==> src/common/dcmp_stream_pkg.sv <==
////////////////////////////////////////////////////////////////////////////
// byte stream types and queue sizing
////////////////////////////////////////////////////////////////////////////

package dcmp_stream_pkg;

	// width of one stream byte on both outer ports
	localparam int BYTE_W = 8;

	typedef logic [BYTE_W-1:0] byte_t;

	// descriptor queue between the two threads
	// up to this many runs can be in flight
	localparam int RUN_FIFO_DEPTH = 4;

	// raw payload queue
	// deep enough to cover a short raw run while the emitter drains fills
	localparam int DATA_FIFO_DEPTH = 16;

endpackage

==> src/common/dcmp_format_pkg.sv <==
////////////////////////////////////////////////////////////////////////////
// compressed stream format and run descriptor
////////////////////////////////////////////////////////////////////////////

package dcmp_format_pkg;

	import dcmp_stream_pkg::*;

	// run length field, stored as length minus one
	localparam int LEN_W = 12;

	typedef logic [LEN_W-1:0] run_len_t;

	// what the back thread does with a run
	typedef enum logic {
		RUN_RAW  = 1'b0,
		RUN_FILL = 1'b1
	} run_kind_t;

	// header kind codes in bits 6:4 of the first header byte
	// anything not listed here expands as a zero fill
	localparam logic [2:0] HDR_KIND_RAW  = 3'b101;
	localparam logic [2:0] HDR_KIND_ZERO = 3'b000;
	localparam logic [2:0] HDR_KIND_ONES = 3'b111;
	localparam logic [2:0] HDR_KIND_VAR  = 3'b010;

	// set when a second header byte carries length bits 11:4
	localparam int HDR_EXT_BIT = 7;

	// one entry of the descriptor queue
	typedef struct packed {
		run_kind_t kind;
		run_len_t  len;
		byte_t     fill;
	} run_desc_t;

endpackage

==> src/hw/sync_fifo.sv <==
`timescale 1ns/1ps

module sync_fifo
	import dcmp_stream_pkg::*;
#(
	parameter int DEPTH = 4,
	parameter type payload_t = byte_t
) (
	input  logic     clk,
	input  logic     nreset,
	input  logic     clear,
	input  logic     push,
	input  payload_t din,
	input  logic     pop,
	output payload_t dout,
	output logic     full,
	output logic     empty
);

	localparam int PTR_W = (DEPTH > 1) ? $clog2(DEPTH) : 1;
	localparam int CNT_W = $clog2(DEPTH + 1);

	payload_t mem [DEPTH];

	logic [PTR_W-1:0] wr_ptr;
	logic [PTR_W-1:0] rd_ptr;
	logic [CNT_W-1:0] count;

	// head entry is always visible
	assign dout  = mem[rd_ptr];
	assign full  = (count == CNT_W'(DEPTH));
	assign empty = (count == '0);

	always_ff @(posedge clk) begin
		if (push) begin
			mem[wr_ptr] <= din;
		end
	end

	always_ff @(posedge clk) begin
		if (!nreset || clear) begin
			wr_ptr <= '0;
			rd_ptr <= '0;
			count  <= '0;
		end else begin
			if (push) begin
				if (wr_ptr == PTR_W'(DEPTH - 1))
					wr_ptr <= '0;
				else
					wr_ptr <= wr_ptr + 1'b1;
			end
			if (pop) begin
				if (rd_ptr == PTR_W'(DEPTH - 1))
					rd_ptr <= '0;
				else
					rd_ptr <= rd_ptr + 1'b1;
			end
			// simultaneous push and pop leaves the level alone
			if (push && !pop)
				count <= count + 1'b1;
			else if (pop && !push)
				count <= count - 1'b1;
		end
	end

	////////////////////////////////////////////////////////////////////////////
	// queue protocol, both producer and consumer live in other modules
	////////////////////////////////////////////////////////////////////////////

	a_no_push_when_full: assert property (
		@(posedge clk) disable iff (!nreset || clear)
		full |-> !push
	) else $error("push into a full queue");

	a_no_pop_when_empty: assert property (
		@(posedge clk) disable iff (!nreset || clear)
		empty |-> !pop
	) else $error("pop from an empty queue");

endmodule

==> src/decompressor/header_parser.sv <==
`timescale 1ns/1ps

module header_parser
	import dcmp_stream_pkg::*;
	import dcmp_format_pkg::*;
(
	input  logic      clk,
	input  logic      nreset,
	input  logic      control_ready,

	// flash side
	input  byte_t     flash_data,
	input  logic      flash_data_ready,
	output logic      flash_data_read,

	// descriptor queue
	output logic      run_push,
	output run_desc_t run_desc,
	input  logic      run_full,

	// raw payload queue
	output logic      data_push,
	output byte_t     data_byte,
	input  logic      data_full
);

	typedef enum logic [2:0] {
		P_IDLE,
		P_HEADER,
		P_SECOND_HEADER,
		P_VAR_DATA,
		P_DESC_PUSH,
		P_RAW_DATA
	} parse_state_t;

	parse_state_t state;
	parse_state_t state_next;

	run_desc_t  desc_q;
	logic       is_var_q;
	run_len_t   raw_cnt;
	logic [2:0] hdr_kind;
	logic       raw_take;

	// kind code sits in bits 6:4 of the first header byte
	assign hdr_kind = flash_data[6:4];

	assign raw_take = (state == P_RAW_DATA) && flash_data_ready && !data_full;

	always_comb begin
		flash_data_read = 1'b0;
		case (state)
			P_HEADER, P_SECOND_HEADER, P_VAR_DATA:
				flash_data_read = flash_data_ready;
			P_RAW_DATA:
				flash_data_read = flash_data_ready && !data_full;
			default:
				flash_data_read = 1'b0;
		endcase
	end

	assign run_push  = (state == P_DESC_PUSH) && !run_full;
	assign run_desc  = desc_q;
	assign data_push = raw_take;
	assign data_byte = flash_data;

	////////////////////////////////////////////////////////////////////////////
	// front thread FSM
	////////////////////////////////////////////////////////////////////////////

	always_comb begin
		state_next = state;
		case (state)
			P_IDLE:
				state_next = P_HEADER;
			P_HEADER:
				if (flash_data_ready) begin
					if (flash_data[HDR_EXT_BIT])
						state_next = P_SECOND_HEADER;
					else if (hdr_kind == HDR_KIND_VAR)
						state_next = P_VAR_DATA;
					else
						state_next = P_DESC_PUSH;
				end
			P_SECOND_HEADER:
				if (flash_data_ready)
					state_next = is_var_q ? P_VAR_DATA : P_DESC_PUSH;
			P_VAR_DATA:
				if (flash_data_ready)
					state_next = P_DESC_PUSH;
			P_DESC_PUSH:
				// stall here while the descriptor queue is full
				if (!run_full)
					state_next = (desc_q.kind == RUN_RAW) ? P_RAW_DATA : P_HEADER;
			P_RAW_DATA:
				if (raw_take && raw_cnt == desc_q.len)
					state_next = P_HEADER;
			default:
				state_next = P_IDLE;
		endcase
		if (!control_ready)
			state_next = P_IDLE;
	end

	always_ff @(posedge clk) begin
		if (!nreset)
			state <= P_IDLE;
		else
			state <= state_next;
	end

	// descriptor fields collected from the header bytes
	always_ff @(posedge clk) begin
		if (state == P_HEADER && flash_data_ready) begin
			desc_q.len  <= run_len_t'(flash_data[3:0]);
			desc_q.kind <= (hdr_kind == HDR_KIND_RAW) ? RUN_RAW : RUN_FILL;
			is_var_q    <= (hdr_kind == HDR_KIND_VAR);
			case (hdr_kind)
				HDR_KIND_ONES: desc_q.fill <= 8'hFF;
				HDR_KIND_ZERO: desc_q.fill <= 8'h00;
				default:       desc_q.fill <= 8'h00;
			endcase
		end
		if (state == P_SECOND_HEADER && flash_data_ready)
			desc_q.len[LEN_W-1:4] <= flash_data;
		// variable fill value follows the header
		if (state == P_VAR_DATA && flash_data_ready)
			desc_q.fill <= flash_data;
	end

	// raw bytes copied so far in the current run
	always_ff @(posedge clk) begin
		if (state == P_DESC_PUSH)
			raw_cnt <= '0;
		else if (raw_take)
			raw_cnt <= raw_cnt + 1'b1;
	end

	// a raw run never copies more payload than its length
	a_raw_within_len: assert property (
		@(posedge clk) disable iff (!nreset)
		raw_take |-> raw_cnt <= desc_q.len
	) else $error("raw payload read past the run length");

endmodule

==> src/decompressor/run_emitter.sv <==
`timescale 1ns/1ps

module run_emitter
	import dcmp_stream_pkg::*;
	import dcmp_format_pkg::*;
(
	input  logic      clk,
	input  logic      nreset,
	input  logic      control_ready,

	// descriptor queue head
	input  run_desc_t run_desc,
	input  logic      run_empty,
	output logic      run_pop,

	// raw payload queue head
	input  byte_t     data_byte,
	input  logic      data_empty,
	output logic      data_pop,

	// FPGA configuration side
	output byte_t     fpga_data,
	output logic      fpga_data_ready,
	input  logic      fpga_data_read
);

	typedef enum logic [1:0] {
		E_IDLE,
		E_FETCH,
		E_FILL,
		E_RAW
	} emit_state_t;

	emit_state_t state;
	emit_state_t state_next;

	run_desc_t desc_q;
	run_len_t  cnt;
	logic      xfer;
	logic      last;

	assign run_pop = (state == E_FETCH) && !run_empty;

	// fill runs are always ready, raw runs wait on the payload queue
	assign fpga_data_ready = (state == E_FILL) || (state == E_RAW && !data_empty);
	assign fpga_data       = (state == E_FILL) ? desc_q.fill : data_byte;

	assign xfer     = fpga_data_ready && fpga_data_read;
	assign data_pop = (state == E_RAW) && xfer;
	assign last     = (cnt == desc_q.len);

	////////////////////////////////////////////////////////////////////////////
	// back thread FSM
	////////////////////////////////////////////////////////////////////////////

	always_comb begin
		state_next = state;
		case (state)
			E_IDLE:
				state_next = E_FETCH;
			E_FETCH:
				if (!run_empty)
					state_next = (run_desc.kind == RUN_FILL) ? E_FILL : E_RAW;
			E_FILL, E_RAW:
				if (xfer && last)
					state_next = E_FETCH;
			default:
				state_next = E_IDLE;
		endcase
		if (!control_ready)
			state_next = E_IDLE;
	end

	always_ff @(posedge clk) begin
		if (!nreset)
			state <= E_IDLE;
		else
			state <= state_next;
	end

	// current run and bytes sent in it
	always_ff @(posedge clk) begin
		if (run_pop) begin
			desc_q <= run_desc;
			cnt    <= '0;
		end else if (xfer) begin
			cnt <= cnt + 1'b1;
		end
	end

	// a stalled byte must wait unchanged for the sink
	a_hold_while_stalled: assert property (
		@(posedge clk) disable iff (!nreset || !control_ready)
		fpga_data_ready && !fpga_data_read |=> fpga_data_ready && $stable(fpga_data)
	) else $error("fpga_data changed while stalled");

endmodule

==> src/decompressor/cfg_decompressor.sv <==
`timescale 1ns/1ps

module cfg_decompressor
	import dcmp_stream_pkg::*;
	import dcmp_format_pkg::*;
(
	input  logic  clk,
	input  logic  nreset,
	input  logic  control_ready,

	input  byte_t flash_data,
	input  logic  flash_data_ready,
	output logic  flash_data_read,

	output byte_t fpga_data,
	output logic  fpga_data_ready,
	input  logic  fpga_data_read
);

	// descriptor path
	logic      run_push;
	logic      run_pop;
	logic      run_full;
	logic      run_empty;
	run_desc_t run_desc_in;
	run_desc_t run_desc_head;

	// raw payload path
	logic      data_push;
	logic      data_pop;
	logic      data_full;
	logic      data_empty;
	byte_t     data_in;
	byte_t     data_head;

	header_parser parser (
		.clk              (clk),
		.nreset           (nreset),
		.control_ready    (control_ready),
		.flash_data       (flash_data),
		.flash_data_ready (flash_data_ready),
		.flash_data_read  (flash_data_read),
		.run_push         (run_push),
		.run_desc         (run_desc_in),
		.run_full         (run_full),
		.data_push        (data_push),
		.data_byte        (data_in),
		.data_full        (data_full)
	);

	sync_fifo #(
		.DEPTH     (RUN_FIFO_DEPTH),
		.payload_t (run_desc_t)
	) run_queue (
		.clk    (clk),
		.nreset (nreset),
		.clear  (!control_ready),
		.push   (run_push),
		.din    (run_desc_in),
		.pop    (run_pop),
		.dout   (run_desc_head),
		.full   (run_full),
		.empty  (run_empty)
	);

	sync_fifo #(
		.DEPTH     (DATA_FIFO_DEPTH),
		.payload_t (byte_t)
	) data_queue (
		.clk    (clk),
		.nreset (nreset),
		.clear  (!control_ready),
		.push   (data_push),
		.din    (data_in),
		.pop    (data_pop),
		.dout   (data_head),
		.full   (data_full),
		.empty  (data_empty)
	);

	run_emitter emitter (
		.clk             (clk),
		.nreset          (nreset),
		.control_ready   (control_ready),
		.run_desc        (run_desc_head),
		.run_empty       (run_empty),
		.run_pop         (run_pop),
		.data_byte       (data_head),
		.data_empty      (data_empty),
		.data_pop        (data_pop),
		.fpga_data       (fpga_data),
		.fpga_data_ready (fpga_data_ready),
		.fpga_data_read  (fpga_data_read)
	);

endmodule

==> config.mk <==
export PLATFORM = sky130hd
export DESIGN_NAME = cfg_decompressor
export DESIGN_NICKNAME = d
export VERILOG_FILES = /design/src/common/dcmp_stream_pkg.sv /design/src/common/dcmp_format_pkg.sv /design/src/hw/sync_fifo.sv /design/src/decompressor/header_parser.sv /design/src/decompressor/run_emitter.sv /design/src/decompressor/cfg_decompressor.sv
export SDC_FILE = /design/constraint.sdc
export NUM_CORES = 1
export LEC_CHECK = 0
export ABC_CLOCK_PERIOD_IN_PS = 4400
export BUFFER_PORTS_ARGS = -buffer_cell sky130_fd_sc_hd__buf_2
export CORE_MARGIN = 4
export CORE_UTILIZATION = 51
export DETAILED_ROUTE_END_ITERATION = 6
export PLACE_DENSITY_LB_ADDON = 0.1
export SLEW_MARGIN = 20
export SYNTH_ARGS = -nofsm -noshare
export SYNTH_HDL_FRONTEND = slang
export SYNTH_SLANG_ARGS = --single-unit
==> constraint.sdc <==
create_clock -name clk -period 4.4 [get_ports clk]
set_input_delay 0.88 -clock clk [delete_from_list [all_inputs] [get_ports clk]]
set_output_delay 0.88 -clock clk [all_outputs]
set_load 0.05 [all_outputs]
# Word-level counts from Yosys, hierarchy flattened
# Memory sizes are Yosys's and may differ from the RTL's. A register that Yosys moved wholly into a read port is not among the register bits.
# Index checks and enable logic that the tools add are counted.
totals:
  memories: 2
  input_bits: 13
  ramBits: 212
  word_cells: 134
  register_bits: 91
classes:
  eq_ne: 26
  n_addsub: 10
  mux: 37
  reduce_logical: 42
memory_table:
  columns: ["memory", "depth", "word_bits", "read_ports", "rd_clocked_by_memory_dff", "write_ports", "line_no", "text"]
  rows:
  - ["data_queue.mem", 16, 8, 1, 1, 1, "sync_fifo.sv:23", "payload_t mem [DEPTH];"]
  - ["run_queue.mem", 4, 21, 1, 1, 1, "sync_fifo.sv:23", null]
ops:
  columns: ["operator", "count"]
  rows:
  - ["3-bit 2-to-1 mux", 11]
  - ["8-bit 2-to-1 mux", 4]
  - ["12-bit by 1-bit adder with 12-bit output, second input constant", 2]
  - ["12-bit == test", 2]
  - ["20-bit 2-to-1 mux", 1]
  - ["3-bit one-hot mux with 6 select lines", 1]
  - ["1-bit logical AND", 17]
  - ["4-bit 2-to-1 mux", 4]
  - ["3-bit == test, second input constant", 5]
  - ["2-bit 2-to-1 mux", 6]
  - ["2-bit != test, second input constant", 6]
  - ["1-bit logical NOT", 10]
  - ["5-bit 2-to-1 mux", 2]
  - ["3-bit by 2-bit == test with 1-bit output, second input constant", 3]
  - ["4-bit by 1-bit adder with 4-bit output, second input constant", 2]
  - ["2-bit == test, second input constant", 4]
  - ["4-bit == test, second input constant", 2]
  - ["2-bit nonzero test", 4]
  - ["3-bit logical NOT", 2]
  - ["1-bit 2-to-1 mux", 6]
  - ["2-bit one-hot mux with 3 select lines", 1]
  - ["5-bit by 1-bit adder with 5-bit output, second input constant", 1]
  - ["5-bit == test, second input constant", 1]
  - ["5-bit logical NOT", 1]
  - ["14 further kinds", 17]

# Depth between registers and ports, before layout
depth:
  word_depth: 9
  mapped_depth: 11
  depth_no_buf: 11

# Modules after synthesis
# From an unflattened synthesis, not the netlist that was laid out.
hier_totals:
  cells_unflattened: 758
  hier_area_um2: 12779.8
modules_own_cells:
  columns: ["mod", "instances", "cells_each", "area_per_inst_um2"]
  rows:
  - ["sync_fifo (data_queue)", 1, 309, 5844.4]
  - ["sync_fifo (run_queue)", 1, 154, 3478.3]
  - ["header_parser", 1, 177, 1961.9]
  - ["run_emitter", 1, 117, 1491.4]
  - ["cfg_decompressor", 1, 1, 3.8]

# Least setup slack after synthesis
# OpenSTA, ideal clock, no wires.
synth_path:
  path_type: "input -> register"
  start: "input port flash_data_ready"
  end: "register data_queue.count[4]"
  cell_stages: 11
  setup_time_ns: 0.118
  n_path_buf: 1
  path_slack_ns: 1.386
  t_arrival_ns: 2.895
  required_ns: 4.282
  path_cell_list: "nand4b_1 > a21oi_1 > buf_2 > ha_1 > inv_1 > ha_1 > nor2b_1 > o21a_1 > or3_1 > a21o_1 > mux2i_1"
synth_between:
  elab_chain_cells: 5
  elab_cells_between_ends: 7
  cone_classes: "1 x mux; 6 x reduce/logical"
synth_rtl:
  columns: ["element", "line_no", "text"]
  rows:
  - ["start, declared", "cfg_decompressor.sv:12", "input logic flash_data_ready,"]
  - ["1-bit logical AND * (2 in series)", "header_parser.sv:48", "assign raw_take = (state == P_RAW_DATA) && flash_data_ready && !data_full;"]
  - ["net data_push", "cfg_decompressor.sv:29", "logic data_push;"]
  - ["1-bit logical NOT", "sync_fifo.sv:61", "else if (pop && !push)"]
  - ["1-bit logical AND", "sync_fifo.sv:61", null]
  - ["2-bit nonzero test (no source line)", null, null]
  - ["end signal, assigned", "sync_fifo.sv:60", "count <= count + 1'b1;"]
  - ["end signal, assigned", "sync_fifo.sv:62", "count <= count - 1'b1;"]
  - ["end, declared", "sync_fifo.sv:27", "logic [CNT_W-1:0] count;"]
# Mark *: on every way through the listed nets, which the timed path passes. The rest lies on a longest branch.
# A chain may end at the register's enable or synchronous reset.

==> summary.md <==
The flow ran to the end, and the final reports show no timing, DRC or antenna violations. For the pin with the worst max-slew slack, the measured transition is 1.08 ns. The run gives 7 as the number of detailed-routing iterations run before antenna repair. The post-route netlist has 20.7% of its cells at a drive strength greater than 1. TritonCTS built the clock tree. The die is 164 um tall.

At the placement stage, the worst setup path has a slack of 1.06 ns. The area growth from synthesis to layout is 12.7%. In this run the most critical hold path is launched from parser.raw_cnt[11]. The worst-case IR drop observed on VDD is 0.000320 V. Kind of launch point of the worst setup path: a flop. For the number of warnings printed during yosys synthesis, the log shows 0.

For the initial antenna violation count, the log shows 0. The number of maximum-capacitance constraint violations is 0, and the total number of vias is 6541. For this design, the sink count on the clock tree is 309. The detailed router finished its first iteration with 762 violations. The number of buffers and inverters on the critical path is 2. Leaving out fill and tap cells, the most frequent cells in the layout are sky130_fd_sc_hd__edfxtp_1, sky130_fd_sc_hd__nor2_1, sky130_fd_sc_hd__dfxtp_1. Measured against its own limit, the worst slew margin works out to 28.0%.

The finished cells cover 14000 sq um. For the final count of pins violating max slew, the log shows 0. The row count came out at 56.

The number of instances on the worst hold path came out at 1. The critical path is of the reg2out type. After routing, the total negative slack on setup checks comes to 0 ns. Buffers inserted to repair hold after CTS numbered 0. Counting tap cells, the placed design contains a total of 1069 instances. Fmax: 268 MHz. The tools report the number of global-route vias before repair as 6640. Counting cells, the worst reg-to-reg path comes to 11.

The hold violation total from the final report is 0, and the placed instance area is 12900 sq um. The die is 164 um wide. The multi-input combinational cells in the finished layout cover a total of 3470 sq um. The final layout contains routed wiring with a total length of 25200 um. The run gives 0 as the setup violation total in the final timing report. Entering global routing, the biggest net connects 33 pins. Across all register-to-register paths, the minimum setup slack is 1.20 ns.

Summing all flip-flop and latch instances after layout gives 8730 sq um. The most used flip-flop cell after synthesis is sky130_fd_sc_hd__edfxtp_1. After the last flow step, the layout net total stands at 815.

Of all nets on the critical path, the largest fanout is 17. The TritonCTS buffer count is 31, and the total inserted antenna cells is 0. For the worst setup path, the data arrival time is 2.85 ns.

The worst register-to-register path ends at data_queue.count[4]. The boundary pin count came out at 23. The HPWL after detailed placement is 16500 um. In the routed layout, each cell is associated on average with a via count of 5.81. The ratio of total power to cell area was 433 nW/um^2; the cell count after synthesis was 743. The number of buffer cells added on primary ports was 22.

Summing internal, switching and leakage power gives 0.00604 W. The path class of the tightest hold or removal check is reg2reg. The floorplan step defined a core boundary enclosing 23700 sq um.

The share of synthesized flip-flops with an asynchronous set or reset works out to 0%. The path with the worst hold slack has its endpoint at parser.raw_cnt[11]. After synthesis the cells add up to 12400 sq um. Mean instance size in the synthesized netlist: 16.7 sq um. Setup slack closes at 0.670 ns.

The weighted congestion at the end of routability-driven global placement is 0.815. The die covers 26900 sq um. In this run the critical register-to-register path is launched from data_queue.count[0].

In this run, synthesis inferred 254 flip-flops with an integrated enable. The number of instances resized during post-cts repair is 0, and the overflow left after global routing is 0. The count of nets left with antenna violations once routing finished came out at 0. For this run, design rule violations remaining after detail routing come to 0. The clock tree root buffer cell was sky130_fd_sc_hd__clkbuf_16. Counting flops and latches in the post-synthesis netlist gives 309.

The number of cells in the finished layout apart from fillers came out at 1126. The clock passes through at most 3 buffers. Data on the critical path is required at its endpoint by 3.52 ns. The sequential area share after synthesis was 70.4%; the number of inserted filler cells in the final layout was 1848. Wire length of the first global-routing pass: 39500 um. In the final routed layout, each cell accounts on average for 22.4 um. Across the routed clock network, the largest skew measured is 0.00754 ns. Across every metal layer, demand over resource in global routing totals 19.5%.

The cell with the largest stage delay on the worst path was sky130_fd_sc_hd__dfxtp_2. The clock period could shrink to 3.73 ns. Synthesis produced a netlist with a net count of 775. Register clock-pin slew on the reported worst setup and hold paths: 0.06 ns. At the later pin of the worst-skew pair, clock insertion delay measures 0.54 ns. The family with the most delay on the worst path was multiplexers. The largest single stage delay on the critical path is 0.72 ns.

Traced cell by cell, the critical path runs through buf_4 > mux4_2 > mux2_2 > o22ai_1 > a31oi_1 > buf_2. For the count of different cell masters after synthesis, the log shows 53. Leakage power of the design: 4.59 nW.

The most common cell after layout, fill and taps aside was sky130_fd_sc_hd__edfxtp_1. The logs give 1 for the CTS H-tree depth and 52.3% for the effective utilization at floorplan. The kind of end point of the critical path was a primary output. Setup repair after global routing left no endpoint under its margin. In this run the post-CTS setup repair buffer count came out at 0. Of the available clock period, the critical path in the final layout requires 84.8%.
==> worst reg2reg max path: stages, from the launching register on <==
cell and delay [ns]:
sky130_fd_sc_hd__dfxtp_1 0.36, sky130_fd_sc_hd__nor4_1 0.76, sky130_fd_sc_hd__a21oi_2 0.12, sky130_fd_sc_hd__buf_4 0.24, sky130_fd_sc_hd__ha_1 0.28, sky130_fd_sc_hd__inv_1 0.13, sky130_fd_sc_hd__ha_1 0.27, sky130_fd_sc_hd__nor2b_1 0.16
sky130_fd_sc_hd__o21a_1 0.18, sky130_fd_sc_hd__or3_1 0.31, sky130_fd_sc_hd__a21o_1 0.19, sky130_fd_sc_hd__mux2i_1 0.11
==> report_power, final <==
| part | total (W) | switching (W) | leakage, nW | internal (W) |
|---|---|---|---|---|
| Clock | 0.00273 | 0.00109 | 0.511 | 0.00164 |
| Sequential | 0.00320 | 0.0000280 | 2.75 | 0.00317 |
| Combinational | 0.000111 | 0.0000751 | 1.33 | 0.0000362 |
==> worst max path at each step <==
stage	depth (start not counted)	slack [ns]	to
floorplan	11	1.39	data_queue.count[4]
global placement	12	1.17	data_queue.count[4]
detailed placement	12	1.06	data_queue.count[4]
CTS	6	0.57	fpga_data[6]
global route	6	0.45	fpga_data[6]
finish	6	0.67	fpga_data[6]
==> per-layer routing <==
| layer | vias to the layer above | wire (um) | track usage [%] |
|---|---|---|---|
| met5 | - | 0 | 0 |
| met4 | 0 | 577 | 4.57 |
| met3 | 40 | 1350 | 3.59 |
| met2 | 163 | 11800 | 30.1 |
| met1 | 3387 | 11500 | 29.3 |
| li1 | 2951 | - | - |
==> synth_stat cells, drive strengths merged (2+ instances only) <==
cell | count | share of area, %
nand3b | 2 | 0.12
o22ai | 8 | 0.40
nand4b | 2 | 0.14
fa | 2 | 0.32
nor3b | 3 | 0.18
xnor2 | 25 | 1.8
nand3 | 9 | 0.36
nor4 | 10 | 0.50
inv | 15 | 0.45
dfxtp | 55 | 8.9
nand4 | 11 | 0.56
mux2 | 8 | 0.73
and3 | 3 | 0.15
o21ai | 6 | 0.24
nand2 | 25 | 0.82
mux4 | 53 | 9.6
a21oi | 18 | 0.76
mux2i | 12 | 0.97
a211oi | 6 | 0.36
or3 | 4 | 0.20
o211ai | 3 | 0.22
xor2 | 25 | 1.8
nor3 | 11 | 0.44
ha | 17 | 1.7
nor2b | 4 | 0.20
edfxtp | 254 | 62
o31ai | 3 | 0.18
and4 | 2 | 0.14
or2 | 2 | 0.10
clkbuf | 16 | 0.48
and2 | 14 | 0.71
nand2b | 7 | 0.35
a21o | 10 | 0.61
a31oi | 8 | 0.40
nor2 | 62 | 1.9
buf | 17 | 0.77
==> cells by family (layout without fill, tap and decap cells) <==
logic type                 Yosys count  in the layout  share of synthesized area [%]
AOI/OAI and AO/OA                   70             70                           3.88
buffers and inverters               48            112                           1.71
muxes                               73             73                           11.3
xor gates and xnor gates            50             50                           3.53
adders and majority gates           19             19                           2.04
DFF                                309            309                           70.4
and+or+nand+nor                    174            174                           7.10
==> layout make-up <==
cell class	count	share of cell area, %
clock buffers	32	5.58
clock inverters	25	2.09
inverters	15	0.403
multi-input cells	386	24.8
flip-flops and latches	309	62.5
well taps	319	2.86
repair buffers	40	1.76
==> registers in the layout, indices dropped and copies added (netlist names), named ones only <==
name and count:
data_queue.count 5, emitter.state 2, emitter.desc_q 20, data_queue.mem 128, emitter.cnt 12, run_queue.rd_ptr 2, data_queue.rd_ptr 4, run_queue.count 3
run_queue.wr_ptr 2, data_queue.wr_ptr 4, parser.raw_cnt 12, parser.run_desc 21, parser.state 3, parser.is_var_q 1, run_queue.mem 84
==> per-stage QoR <==
| stage | utilization, % | hold slack (ns) |
|---|---|---|
| detailed placement | 54.4 | 0.481 |
| CTS | 58.9 | 0.490 |
| finish | 59.0 | 0.497 |
| global placement | 54.4 | 0.468 |
| global route | 59.0 | 0.513 |
| floorplan | - | 0.459 |
(Power assumes the default switching activity.)
